--- config.mk ---
export PLATFORM = sky130hd
export DESIGN_NAME = vpe_window_scan
export DESIGN_NICKNAME = d
export VERILOG_FILES = /design/src/logic/vpe_pkg.sv /design/src/logic/vpe_window_scan.sv
export VERILOG_INCLUDE_DIRS = /design/src /design/src/logic
export SDC_FILE = /design/constraint.sdc
export NUM_CORES = 1
export LEC_CHECK = 0
export BUFFER_PORTS_ARGS = -buffer_cell sky130_fd_sc_hd__buf_2
export CORE_AREA = 2 2 127 129
export CTS_CLUSTER_SIZE = 30
export DETAILED_ROUTE_END_ITERATION = 6
export DIE_AREA = 0 0 129 131
export PLACE_DENSITY_LB_ADDON = 0.1
export SETUP_SLACK_MARGIN = 0.5
export SLEW_MARGIN = 20
export SYNTH_ARGS = -nofsm -noshare
export SYNTH_HDL_FRONTEND = slang
export SYNTH_SLANG_ARGS = --single-unit
--- constraint.sdc ---
create_clock -name i_clk -period 2.3 [get_ports i_clk]
set_clock_uncertainty 0.05 [all_clocks]
set_input_delay 0.23 -clock i_clk [delete_from_list [all_inputs] [get_ports i_clk]]
set_output_delay 0.23 -clock i_clk [all_outputs]
set_load 0.02 [all_outputs]
--- src/logic/vpe_defs.svh ---
`ifndef VPE_DEFS_SVH
`define VPE_DEFS_SVH

// datapath widths
`define VPE_W_BITS          16  // weight and activation
`define VPE_CH              8   // activation channels
`define VPE_POS_BITS        3
`define VPE_ADDR_FIELD_BITS 7
`define VPE_ADDR_FIELDS     3

// entry store and scan geometry
`define VPE_DEPTH           64
`define VPE_IDX_BITS        7   // holds a full length plus one window
`define VPE_WIN             3
`define VPE_GROUP           3

// host port
`define VPE_AXI_ADDR_BITS   12

// register map, byte addresses
// entry n sits at 8n (low word) and 8n+4 (high word)
`define VPE_ENTRY_BASE      12'h000
`define VPE_ACT_BASE        12'h200  // one word per channel
`define VPE_LEN_ADDR        12'h300
`define VPE_START_ADDR      12'h304

`endif

--- src/logic/vpe_pkg.sv ---
`default_nettype none

`include "vpe_defs.svh"

package vpe_pkg;

    // three packed address fields, field 0 in the low bits
    typedef logic [`VPE_ADDR_FIELDS-1:0][`VPE_ADDR_FIELD_BITS-1:0] addr_t;

    typedef struct packed {
        logic                     valid;
        addr_t                    addr;
        logic [`VPE_POS_BITS-1:0] pos;     // activation channel
        logic [`VPE_W_BITS-1:0]   weight;
    } entry_t;

    // one selected weight paired with its activation
    typedef struct packed {
        logic [`VPE_W_BITS-1:0] weight;
        logic [`VPE_W_BITS-1:0] act;
        addr_t                  addr;
    } item_t;

    typedef struct packed {
        logic  item_valid;
        logic  done;       // end of list, never together with item_valid
        item_t item;
    } scan_out_t;

    typedef struct packed {
        item_t [`VPE_GROUP-1:0] slot;
    } group_t;

    typedef enum logic {
        S_IDLE,
        S_RUN
    } scan_state_e;

    typedef enum logic {
        BANK_RIGHT,
        BANK_LEFT
    } bank_e;

endpackage

`default_nettype wire

--- src/logic/vpe_window_scan.sv ---
`default_nettype none

`include "vpe_defs.svh"

module vpe_window_scan (
    input  wire logic                                 i_clk,
    input  wire logic                                 i_rst_n,
    input  wire logic                                 i_start,
    input  wire vpe_pkg::entry_t [`VPE_WIN-1:0]       i_window,
    input  wire logic [`VPE_CH-1:0][`VPE_W_BITS-1:0]  i_act,
    input  wire logic [`VPE_IDX_BITS-1:0]             i_len,
    output logic [`VPE_IDX_BITS-1:0]                  o_win_idx,
    output vpe_pkg::scan_out_t                        o_scan
);

    localparam int SEL_BITS = $clog2(`VPE_WIN);
    localparam int IDX_W = `VPE_IDX_BITS;
    localparam logic [`VPE_IDX_BITS-1:0] WIN_STEP = IDX_W'(`VPE_WIN);

    vpe_pkg::scan_state_e      state_q;
    logic [`VPE_IDX_BITS-1:0]  idx_q;
    vpe_pkg::scan_out_t        scan_q;
    logic                      found;
    logic [SEL_BITS-1:0]       sel;
    logic [`VPE_IDX_BITS-1:0]  step;
    logic                      at_end;
    vpe_pkg::entry_t           pick;
    vpe_pkg::item_t            nxt_item;

    // first valid entry wins, so walk from the top down
    always_comb begin
        found = 1'b0;
        sel   = '0;
        for (int k = `VPE_WIN - 1; k >= 0; k--) begin
            if (i_window[k].valid) begin
                found = 1'b1;
                sel   = SEL_BITS'(k);
            end
        end
    end

    // skip past the pick, or the whole window when empty
    assign step   = found ? IDX_W'(sel) + 1'b1 : WIN_STEP;
    assign at_end = idx_q >= i_len;
    assign pick   = i_window[sel];

    assign nxt_item = '{
        weight: pick.weight,
        act:    i_act[pick.pos],  // activation by channel position
        addr:   pick.addr
    };

    always_ff @(posedge i_clk or negedge i_rst_n) begin
        if (!i_rst_n) begin
            state_q <= vpe_pkg::S_IDLE;
            idx_q   <= '0;
            scan_q  <= '0;
        end else begin
            scan_q.item_valid <= 1'b0;
            scan_q.done       <= 1'b0;
            case (state_q)
                vpe_pkg::S_IDLE: begin
                    if (i_start) begin
                        state_q <= vpe_pkg::S_RUN;
                        idx_q   <= '0;
                    end
                end
                vpe_pkg::S_RUN: begin
                    if (at_end) begin
                        scan_q.done <= 1'b1;
                        state_q     <= vpe_pkg::S_IDLE;
                    end else begin
                        scan_q.item_valid <= found;
                        if (found) begin
                            scan_q.item <= nxt_item;
                        end
                        idx_q <= idx_q + step;
                    end
                end
                default: state_q <= vpe_pkg::S_IDLE;
            endcase
        end
    end

    assign o_win_idx = idx_q;
    assign o_scan    = scan_q;

endmodule

`default_nettype wire

==> impl_metrics.tcl <==
set metrics [dict create \
    cts_max_path_buffers 2 \
    cp.required_ps 2460 \
    die_w_um 129 \
    ff2ff_setup_slack_ps 250 \
    grt_first_pass_wirelength_mm 27.8 \
    cp_max_fo 12 \
    setup_viol 0 \
    clkPwrFrac_pct 16.8 \
    hold_violations 0 \
    cp.arrival_ps 2210 \
    holdPathStages 3 \
    die_y_um 131 \
    drc 0 \
    dieArea_um2 16900 \
    firstDrtPassIters 4 \
    synth_seq_cells 63 \
    synth_nets 855 \
    placed_cells 1104 \
    synth_flop_cell "dfrtp_1" \
    synth_top_area_share_pct 34.6 \
    synth_seq_area_share_pct 34.6 \
    yosys-top-cells-area "dfrtp_1 35%, nand2_1 16%, a21oi_1 8.9%" \
    synth_common_cells "195 x nand2_1, 81 x a21oi_1, 63 x dfrtp_1, 41 x o21ai_0, 33 x mux2i_1" \
    gp_congestion 0.859 \
    r2r_cells 10 \
    vias 5520 \
    r2r-start "o_win_idx[0]$_DFFE_PN0P_" \
    startpoint_type "flip-flop" \
    drt-total-wl_mm 19.7 \
    cts.sink_count 63 \
    rsz0062_at_grt "true" \
    nets 1195 \
    clockRootBuffer "clkbuf_16" \
    grt_usage_pct 21.6 \
    layout.cells.non_filler 1143 \
    cp-end-kind "flip-flop" \
    synthToLayoutAreaGrowth_pct 65.2 \
    p_int_mw 4.88 \
    synth_edf_count 0 \
    slew_headroom_pct 45.1 \
    yosysWarnings 0 \
    grt_pass1_vias 5340 \
    crit_type "reg -> reg" \
    syn_avg_cell_area_um2 7.84 \
    p_sw_share_pct 42.7 \
    fin_crit_sh_pct 89.2 \
    cts-buffers-inserted 9 \
    hold-path-endpoint "o_scan[6]$_DFFE_PN0P_" \
    period_minus_slack_ps 2050 \
    clkTransAtPathRegs_ps 60 \
    finalMaxSlewViolations 0 \
    cts_tree "built" \
    n_fill_cell 1573 \
    netSwitchingPower_mw 3.64 \
    min-delay-start "i_window[107]" \
    drive_above_1_share_pct 49.7 \
    synth_top_area_cell "dfrtp_1" \
    fmax_ghz 0.487 \
    pin_count 323 \
    hpwl_mm 14.1 \
    wl_per_cell_um 17.2 \
    synthCells 582 \
    worst_pin_slew_ps 823 \
    fin_setup_tns_ps 0 \
    insertion_delay_ps 330 \
    p_seq_share_pct 23.6 \
    via_per_inst 4.83 \
    ant_nets 0 \
    maxCapViolCount 0 \
    pre_cts_ws_ps -125 \
    whs_ps 123 \
    fp-row-count 46 \
    powerDensity_nw_per_um2 1130 \
    p_leak_nw 3.83 \
    r2r_end "o_scan[34]$_DFFE_PN0P_" \
    grt_max_degree 75 \
    status "complete, no violations" \
    async_flop_share_pct 100 \
    drt_iter0_markers 200 \
    grt_overflow 0 \
    worst_slack_ps 248 \
    synth.most_common_cell "nand2_1" \
    p_comb_share_pct 59.5 \
    antenna_cells 0 \
    vdd_drop_max_mv 0.533 \
    start_util_pct 29.2 \
    antenna_found_initial 0 \
    coreArea_um2 15600 \
    htreeDepth 3 \
    min_path_type "in -> reg" \
    port_buffers 322 \
    synthesis.area_um2 4560 \
    yosysUniqueCellTypes 41 \
]
-- timing repair --
| item | CTS | global route |
|---|---|---|
| setup buffers | 7 | 2 |
| endpoints found under the setup margin | 62 | 62 |
| pin swaps | 9 | 25 |
| hold endpoints to repair | 13 | 0 |
| cloned | 7 | 6 |
| resized for setup | 28 | 41 |
| hold buffers | 1 | 0 |
-- layout by cell type, fill, tap and decap left out, types with 5 or more instances in the layout --
cell type / count
buf_4: 29
nor2_1: 6
buf_2: 322
o21ai_1: 23
o21ai_0: 14
inv_1: 13
buf_12: 9
o21ai_2: 5
ha_1: 6
nand2_2: 23
nand2_1: 168
dfrtp_1: 59
clkbuf_16: 14
a32o_1: 32
mux2i_1: 33
a21oi_1: 77
o31ai_4: 16
-- metal layers --
layer	global-route usage [%]	part of all wire (%)	wire length (µm)
met4	7.23	1.9	374
met1	24.7	39	7750
met3	4.48	6.7	1320
met2	40.4	52	10200
met5	0	0	0
-- power by group through the flow --
stage | sequential, mW | clock [mW] | combinational (mW)
floorplan | 2.65 | 0 | 1.79
global placement | 2.01 | 0 | 3.61
detailed placement | 2.01 | 0 | 3.66
CTS | 2.01 | 1.48 | 4.46
global route | 2.07 | 1.53 | 5.48
finish | 2.02 | 1.43 | 5.08
-- stage by stage --
step                total power, mW  util [%]  cell area [µm²]
finish                         8.53      48.3             7540
global route                   9.08      48.3             7540
CTS                            7.95      46.2             7200
detailed placement             5.68      42.3             6590
global placement               5.62      42.3             6590
floorplan                      4.44         -             4790
-- how the worst max path moves through the flow --
stage	depth (start not counted)	slack, ps	startpoint	to
detailed placement	7	-120	i_window[40]	o_scan[31]$_DFFE_PN0P_
floorplan	12	-120	i_window[40]	o_win_idx[5]$_DFFE_PN0P_
global route	9	150	o_win_idx[0]$_DFFE_PN0P_	o_scan[20]$_DFFE_PN0P_
finish	10	250	o_win_idx[0]$_DFFE_PN0P_	o_scan[34]$_DFFE_PN0P_
global placement	7	-80	i_window[40]	o_scan[36]$_DFFE_PN0P_
CTS	8	240	o_win_idx[4]$_DFFE_PN0P_	o_scan[27]$_DFFE_PN0P_
-- worst max-delay path, cell delays in order, from the launching register on --
cell,delay (ps)
dfrtp_2,400
inv_2,60
ha_4,180
nand2b_4,120
a21o_1,180
a21oi_2,160
o211ai_1,210
buf_4,240
buf_16,160
nand2_2,90
o31ai_4,60
-- flip-flops by register name (all words and copies together), names as in the netlist --
register / flops
o_scan: 55
o_win_idx: 7
state_q: 1
-- final cells by class --
class	count	area, µm²	share of cell area, %
clock buffers	12	236	3.14
clock inverters	4	70.1	0.930
inverters	16	60.1	0.797
multi-input cells	460	3040	40.3
flip-flops and latches	63	1580	21.0
well taps	216	270	3.59
repair buffers	372	2280	30.2
-- cell families after synthesis --
kind of cell / after synthesis / share of synthesized area, %
and+or+nand+nor: 229 / 20.3
AOI/OAI and AO/OA: 185 / 27.8
DFF: 63 / 34.6
buffers and inverters: 59 / 6.53
muxes: 33 / 7.24
adders and majority gates: 12 / 3.46
xor gates and xnor gates: 1 / 0.192
Note: power is estimated with default switching activity, not from simulation.
