`config.mk`:
```
export PLATFORM = sky130hd
export DESIGN_NAME = vpe_group_pack
export DESIGN_NICKNAME = d
export VERILOG_FILES = /design/src/logic/vpe_pkg.sv /design/src/logic/vpe_group_pack.sv
export VERILOG_INCLUDE_DIRS = /design/src /design/src/logic
export SDC_FILE = /design/constraint.sdc
export NUM_CORES = 1
export LEC_CHECK = 0
export BUFFER_PORTS_ARGS = -buffer_cell sky130_fd_sc_hd__buf_2
export CAP_MARGIN = 5
export CORE_MARGIN = 5
export CORE_UTILIZATION = 50
export DETAILED_ROUTE_END_ITERATION = 16
export HOLD_SLACK_MARGIN = 0.02
export MAX_ROUTING_LAYER = met4
export PLACE_DENSITY = 0.85
export SETUP_SLACK_MARGIN = 0.02
export SYNTH_ARGS = -nofsm -noshare
export SYNTH_HDL_FRONTEND = slang
export SYNTH_SLANG_ARGS = --single-unit
```
`constraint.sdc`:
```
create_clock -name i_clk -period 3.8 [get_ports i_clk]
set_input_delay 0.19 -clock i_clk [delete_from_list [all_inputs] [get_ports i_clk]]
set_output_delay 0.19 -clock i_clk [all_outputs]
set_load 0.01 [all_outputs]
```
`src/logic/vpe_defs.svh`:
```
`ifndef VPE_DEFS_SVH
`define VPE_DEFS_SVH

// datapath widths
`define VPE_W_BITS          16  // weight and activation
`define VPE_CH              8   // activation channels
`define VPE_POS_BITS        3
`define VPE_ADDR_FIELD_BITS 7
`define VPE_ADDR_FIELDS     3

// entry store and scan geometry
`define VPE_DEPTH           64
`define VPE_IDX_BITS        7   // holds a full length plus one window
`define VPE_WIN             3
`define VPE_GROUP           3

// host port
`define VPE_AXI_ADDR_BITS   12

// register map, byte addresses
// entry n sits at 8n (low word) and 8n+4 (high word)
`define VPE_ENTRY_BASE      12'h000
`define VPE_ACT_BASE        12'h200  // one word per channel
`define VPE_LEN_ADDR        12'h300
`define VPE_START_ADDR      12'h304

`endif

```
`src/logic/vpe_pkg.sv`:
```
`default_nettype none

`include "vpe_defs.svh"

package vpe_pkg;

    // three packed address fields, field 0 in the low bits
    typedef logic [`VPE_ADDR_FIELDS-1:0][`VPE_ADDR_FIELD_BITS-1:0] addr_t;

    typedef struct packed {
        logic                     valid;
        addr_t                    addr;
        logic [`VPE_POS_BITS-1:0] pos;     // activation channel
        logic [`VPE_W_BITS-1:0]   weight;
    } entry_t;

    // one selected weight paired with its activation
    typedef struct packed {
        logic [`VPE_W_BITS-1:0] weight;
        logic [`VPE_W_BITS-1:0] act;
        addr_t                  addr;
    } item_t;

    typedef struct packed {
        logic  item_valid;
        logic  done;       // end of list, never together with item_valid
        item_t item;
    } scan_out_t;

    typedef struct packed {
        item_t [`VPE_GROUP-1:0] slot;
    } group_t;

    typedef enum logic {
        S_IDLE,
        S_RUN
    } scan_state_e;

    typedef enum logic {
        BANK_RIGHT,
        BANK_LEFT
    } bank_e;

endpackage

`default_nettype wire

```
`src/logic/vpe_group_pack.sv`:
```
`default_nettype none

`include "vpe_defs.svh"

module vpe_group_pack (
    input  wire logic                i_clk,
    input  wire logic                i_rst_n,
    input  wire vpe_pkg::scan_out_t  i_scan,
    output vpe_pkg::group_t          o_right_group,
    output vpe_pkg::group_t          o_left_group,
    output logic                     o_right_ready,
    output logic                     o_left_ready,
    output logic                     o_finish
);

    localparam int SLOT_BITS = $clog2(`VPE_GROUP);
    localparam logic [SLOT_BITS-1:0] LAST_SLOT = SLOT_BITS'(`VPE_GROUP - 1);

    vpe_pkg::bank_e          bank_q;
    logic [SLOT_BITS-1:0]    slot_q;
    vpe_pkg::group_t         right_q;
    vpe_pkg::group_t         left_q;
    logic                    right_rdy_q;
    logic                    left_rdy_q;
    logic                    finish_q;
    vpe_pkg::group_t         cur_grp;
    vpe_pkg::group_t         nxt_grp;
    logic                    bank_wr;
    logic                    grp_done;
    logic                    partial;

    assign cur_grp  = (bank_q == vpe_pkg::BANK_RIGHT) ? right_q : left_q;
    assign partial  = i_scan.done && (slot_q != '0);
    assign bank_wr  = i_scan.item_valid || partial;
    assign grp_done = (i_scan.item_valid && (slot_q == LAST_SLOT)) || partial;

    // next contents of the active bank
    always_comb begin
        nxt_grp = cur_grp;
        if (i_scan.item_valid) begin
            nxt_grp.slot[slot_q] = i_scan.item;
        end else if (i_scan.done) begin
            for (int k = 0; k < `VPE_GROUP; k++) begin
                if (k >= int'(slot_q)) begin  // address left as is
                    nxt_grp.slot[k].weight = '0;
                    nxt_grp.slot[k].act    = '0;
                end
            end
        end
    end

    always_ff @(posedge i_clk or negedge i_rst_n) begin
        if (!i_rst_n) begin
            bank_q      <= vpe_pkg::BANK_RIGHT;
            slot_q      <= '0;
            right_q     <= '0;
            left_q      <= '0;
            right_rdy_q <= 1'b0;
            left_rdy_q  <= 1'b0;
            finish_q    <= 1'b0;
        end else begin
            right_rdy_q <= grp_done && (bank_q == vpe_pkg::BANK_RIGHT);
            left_rdy_q  <= grp_done && (bank_q == vpe_pkg::BANK_LEFT);
            finish_q    <= i_scan.done;

            if (bank_wr) begin
                if (bank_q == vpe_pkg::BANK_RIGHT) begin
                    right_q <= nxt_grp;
                end else begin
                    left_q <= nxt_grp;
                end
            end

            if (i_scan.item_valid) begin
                if (slot_q == LAST_SLOT) begin  // group full, flip banks
                    slot_q <= '0;
                    bank_q <= (bank_q == vpe_pkg::BANK_RIGHT) ? vpe_pkg::BANK_LEFT
                                                              : vpe_pkg::BANK_RIGHT;
                end else begin
                    slot_q <= slot_q + 1'b1;
                end
            end else if (i_scan.done) begin
                // next run starts on the right bank again
                slot_q <= '0;
                bank_q <= vpe_pkg::BANK_RIGHT;
            end
        end
    end

    assign o_right_group = right_q;
    assign o_left_group  = left_q;
    assign o_right_ready = right_rdy_q;
    assign o_left_ready  = left_rdy_q;
    assign o_finish      = finish_q;

endmodule

`default_nettype wire

```
==> metrics <==
pre-CTS setup slack=0.978 ns; switching power=4.65 mW; First DRT Iteration DRCs=864; die height=169 µm; CP arrival=3.31 ns; YS warnings=0; Die ar.=28600 µm²; Worst R2R Start=bank_q; min cycle time layout=2.93 ns; Detail Route Antenna Nets=0; asr flop ratio synth=1.00; Static Leak=8.05 nW; CTS resizes=0; core area=25000 µm²; Critical path buffers and inverters=2; Power Dens Cells=833 nW/µm²; detailed-route via count=9890; FMAX=0.342 GHz; Num CTS Buffers=34; Worst Clk Skew=0.0242 ns; Slew headroom=0.158; register share of total power=0.424; Initial Util=0.506; multi-input logic area=4220 µm²; CTS Buffer Depth=3; final setup margin=0.875 ns; Fillers=1845; GR Overflow Total=0; total track usage=0.276; Die X=169 µm; Slowest cell on crit path=dfrtp_1; FF/Latch Area=8110 µm²; crit-path leading delay family=buffers and inverters; Synth Net Count=995; htree depth=2; top cell type's share of synthesized area=0.640; Final Power=13.5 mW; Max Slew Vio Count=0; vias per cell=5.93; worst reg2reg endpoint=o_left_group[69]; most used flip-flop cell after synthesis=dfrtp_1; I/O Pins=378; ANT cells=0; setup violators final=0; DRT Pass-1 Iters=5; Comb power frac=0.332; Mapped Avg Cell Area=13.5 µm²; clock-pin slew on the worst setup and hold paths=0.07 ns; remaining routing DRC violations=0; worst skew pair latency=0.51 ns; Clock power frac=0.244; largest area contributor in the netlist=dfrtp_1; initial antenna violation count=0; global-route wire length before repair=60700 µm; Setup crit end kind=flop; IO buf count=377; RSZ-0062 raised after global routing=false; final-stage net count=1373; internal reg-to-reg setup slack=0.87 ns; TritonCTS Sinks=324; Final Wtd Congestion=0.891; share of the yosys chip area belonging to registers=0.640; number of core rows=58; final setup TNS=0 ns; CP max FO=36; largest net degree at the start of global routing=114; critical path launch point=bank_q; post-synthesis cell type count=33; Internal=8.85 mW; vias in the first global route=10300; Avg WL per Cell=23.5 µm; peak per-stage delay on the critical path=0.90 ns; Final period util=0.770; status=complete, no violations; R2R depth=4; Worst Tran Pin Value=1.26 ns; crit path cell chain=inv_2 -> nor2_4 -> buf_4 -> mux2_2; Seq cells post-synth=324; Critical Path RT=4.19 ns; area grow syn2layout=27.8%; type of the tightest min-delay check=primary input to flop; Syn Std Cell Area=12700 µm²; top post-synthesis cells by area=dfrtp_1 (64%), mux2_2 (9.3%), a22o_1 (4.4%); share of layout cells above drive strength 1=0.436; Critical Path Start Type=flop; Final Hold Violating Endpoints=0; DRT Wirelength=39200 µm; dpl hpwl=25500 µm; Finished Core Util=0.647; Sw Ratio=0.344; WS Path Type=flop to flop; clk root buf=clkbuf_16; count of max-cap constraint violations=0; Peak supply drop=0.622 mV; CTS tree=yes; Mapped Cells=938; Worst Setup EP=o_left_group[69]; Post-synth EDFFs=0; Levels on crit path=4
==> per-stage QoR <==
step | instance area (µm²) | hold WS (ns) | std cells
after floorplan | 12700 | -0.106 | 938
after global placement | 14800 | 0.324 | 1584
after detailed placement | 14800 | 0.335 | 1584
after CTS | 16200 | 0.0201 | 1668
after global routing | 16200 | 0.0251 | 1668
final | 16200 | 0.0348 | 1668
==> how the worst min path moves through the flow <==
stage / from / end / slack (ns) / cells after the start
global placement: i_rst_n / o_left_group[74] / 0.32 / 1
detailed placement: i_rst_n / o_left_group[74] / 0.34 / 1
finish: i_scan[13] / o_right_group[13] / 0.03 / 2
floorplan: i_rst_n / bank_q / -0.11 / 0
global route: i_scan[13] / o_right_group[13] / 0.03 / 2
CTS: i_scan[13] / o_right_group[13] / 0.02 / 2
==> repair_timing <==
| item | 4_1_cts | 5_1_grt |
|---|---|---|
| endpoints found under the hold margin | 207 | 0 |
| setup buffers | 0 | 0 |
| hold buffers | 26 | 0 |
==> power groups by stage <==
| stage | clock network [mW] | logic [mW] | registers, mW |
|---|---|---|---|
| 6_report | 3.29 | 4.48 | 5.72 |
| 5_1_grt | 3.48 | 4.83 | 5.88 |
| 4_1_cts | 3.33 | 4.51 | 5.70 |
| 3_5_place_dp | 0 | 4.46 | 5.70 |
| 3_3_place_gp | 0 | 4.31 | 5.62 |
| 2_1_floorplan | 0 | 1.67 | 6.27 |
==> layout by cell type (no fill, tap or decap), types with 32 or more instances in the layout <==
master,synthesis,final
a221o_1,32,32
a22o_1,64,64
a22oi_1,32,32
buf_2,25,376
clkbuf_16,0,35
dfrtp_1,324,324
mux2_2,105,105
nand2_1,128,128
o211a_1,32,32
o211ai_1,33,33
o21ai_0,44,44
==> logic make-up (layout without fill, tap and decap cells) <==
group	count (synthesis)	count (layout)	synth area share
compound gates	261	261	0.161
mux	126	126	0.118
flops	324	324	0.640
buf+inv	81	481	0.0324
simple gates	145	145	0.0473
xor+xnor	1	1	0.000692
==> cells in the mapped netlist, types with 2 or more instances <==
| cell type | instances |
|---|---|
| dfrtp_1 | 324 |
| nand2_1 | 128 |
| mux2_2 | 105 |
| a22o_1 | 64 |
| o21ai_0 | 44 |
| clkbuf_1 | 39 |
| o211ai_1 | 33 |
| a221o_1 | 32 |
| a22oi_1 | 32 |
| o211a_1 | 32 |
| buf_2 | 25 |
| mux2_4 | 21 |
| o21ai_1 | 20 |
| buf_6 | 8 |
| buf_4 | 4 |
| buf_1 | 3 |
| nor2_1 | 3 |
| a21o_1 | 2 |
| nand3b_1 | 2 |
| nand4bb_1 | 2 |
| nor2_2 | 2 |
| nor2b_1 | 2 |
==> layer usage <==
| layer | GRT usage | up-vias | part of all wire |
|---|---|---|---|
| met5 | - | - | 0 |
| met4 | 0.104 | 0 | 0.043 |
| met3 | 0.0745 | 129 | 0.10 |
| met2 | 0.433 | 610 | 0.47 |
| met1 | 0.349 | 4944 | 0.38 |
| li1 | - | 4207 | - |
==> final cells by class <==
type,count,share of cell area
Clock buffer,49,0.0629
Clock inverter,9,0.00510
Inverter,2,0.000464
Multi-Input combinational cell,533,0.260
Sequential cell,324,0.501
Tap cell,330,0.0255
Timing Repair Buffer,421,0.145
==> flip-flops by register name (all words and copies together), names as in the netlist <==
name	cells
o_right_ready	1
slot_q	2
o_left_ready	1
o_finish	1
o_right_group	159
bank_q	1
o_left_group	159
Power figures use the tool's default switching activity.
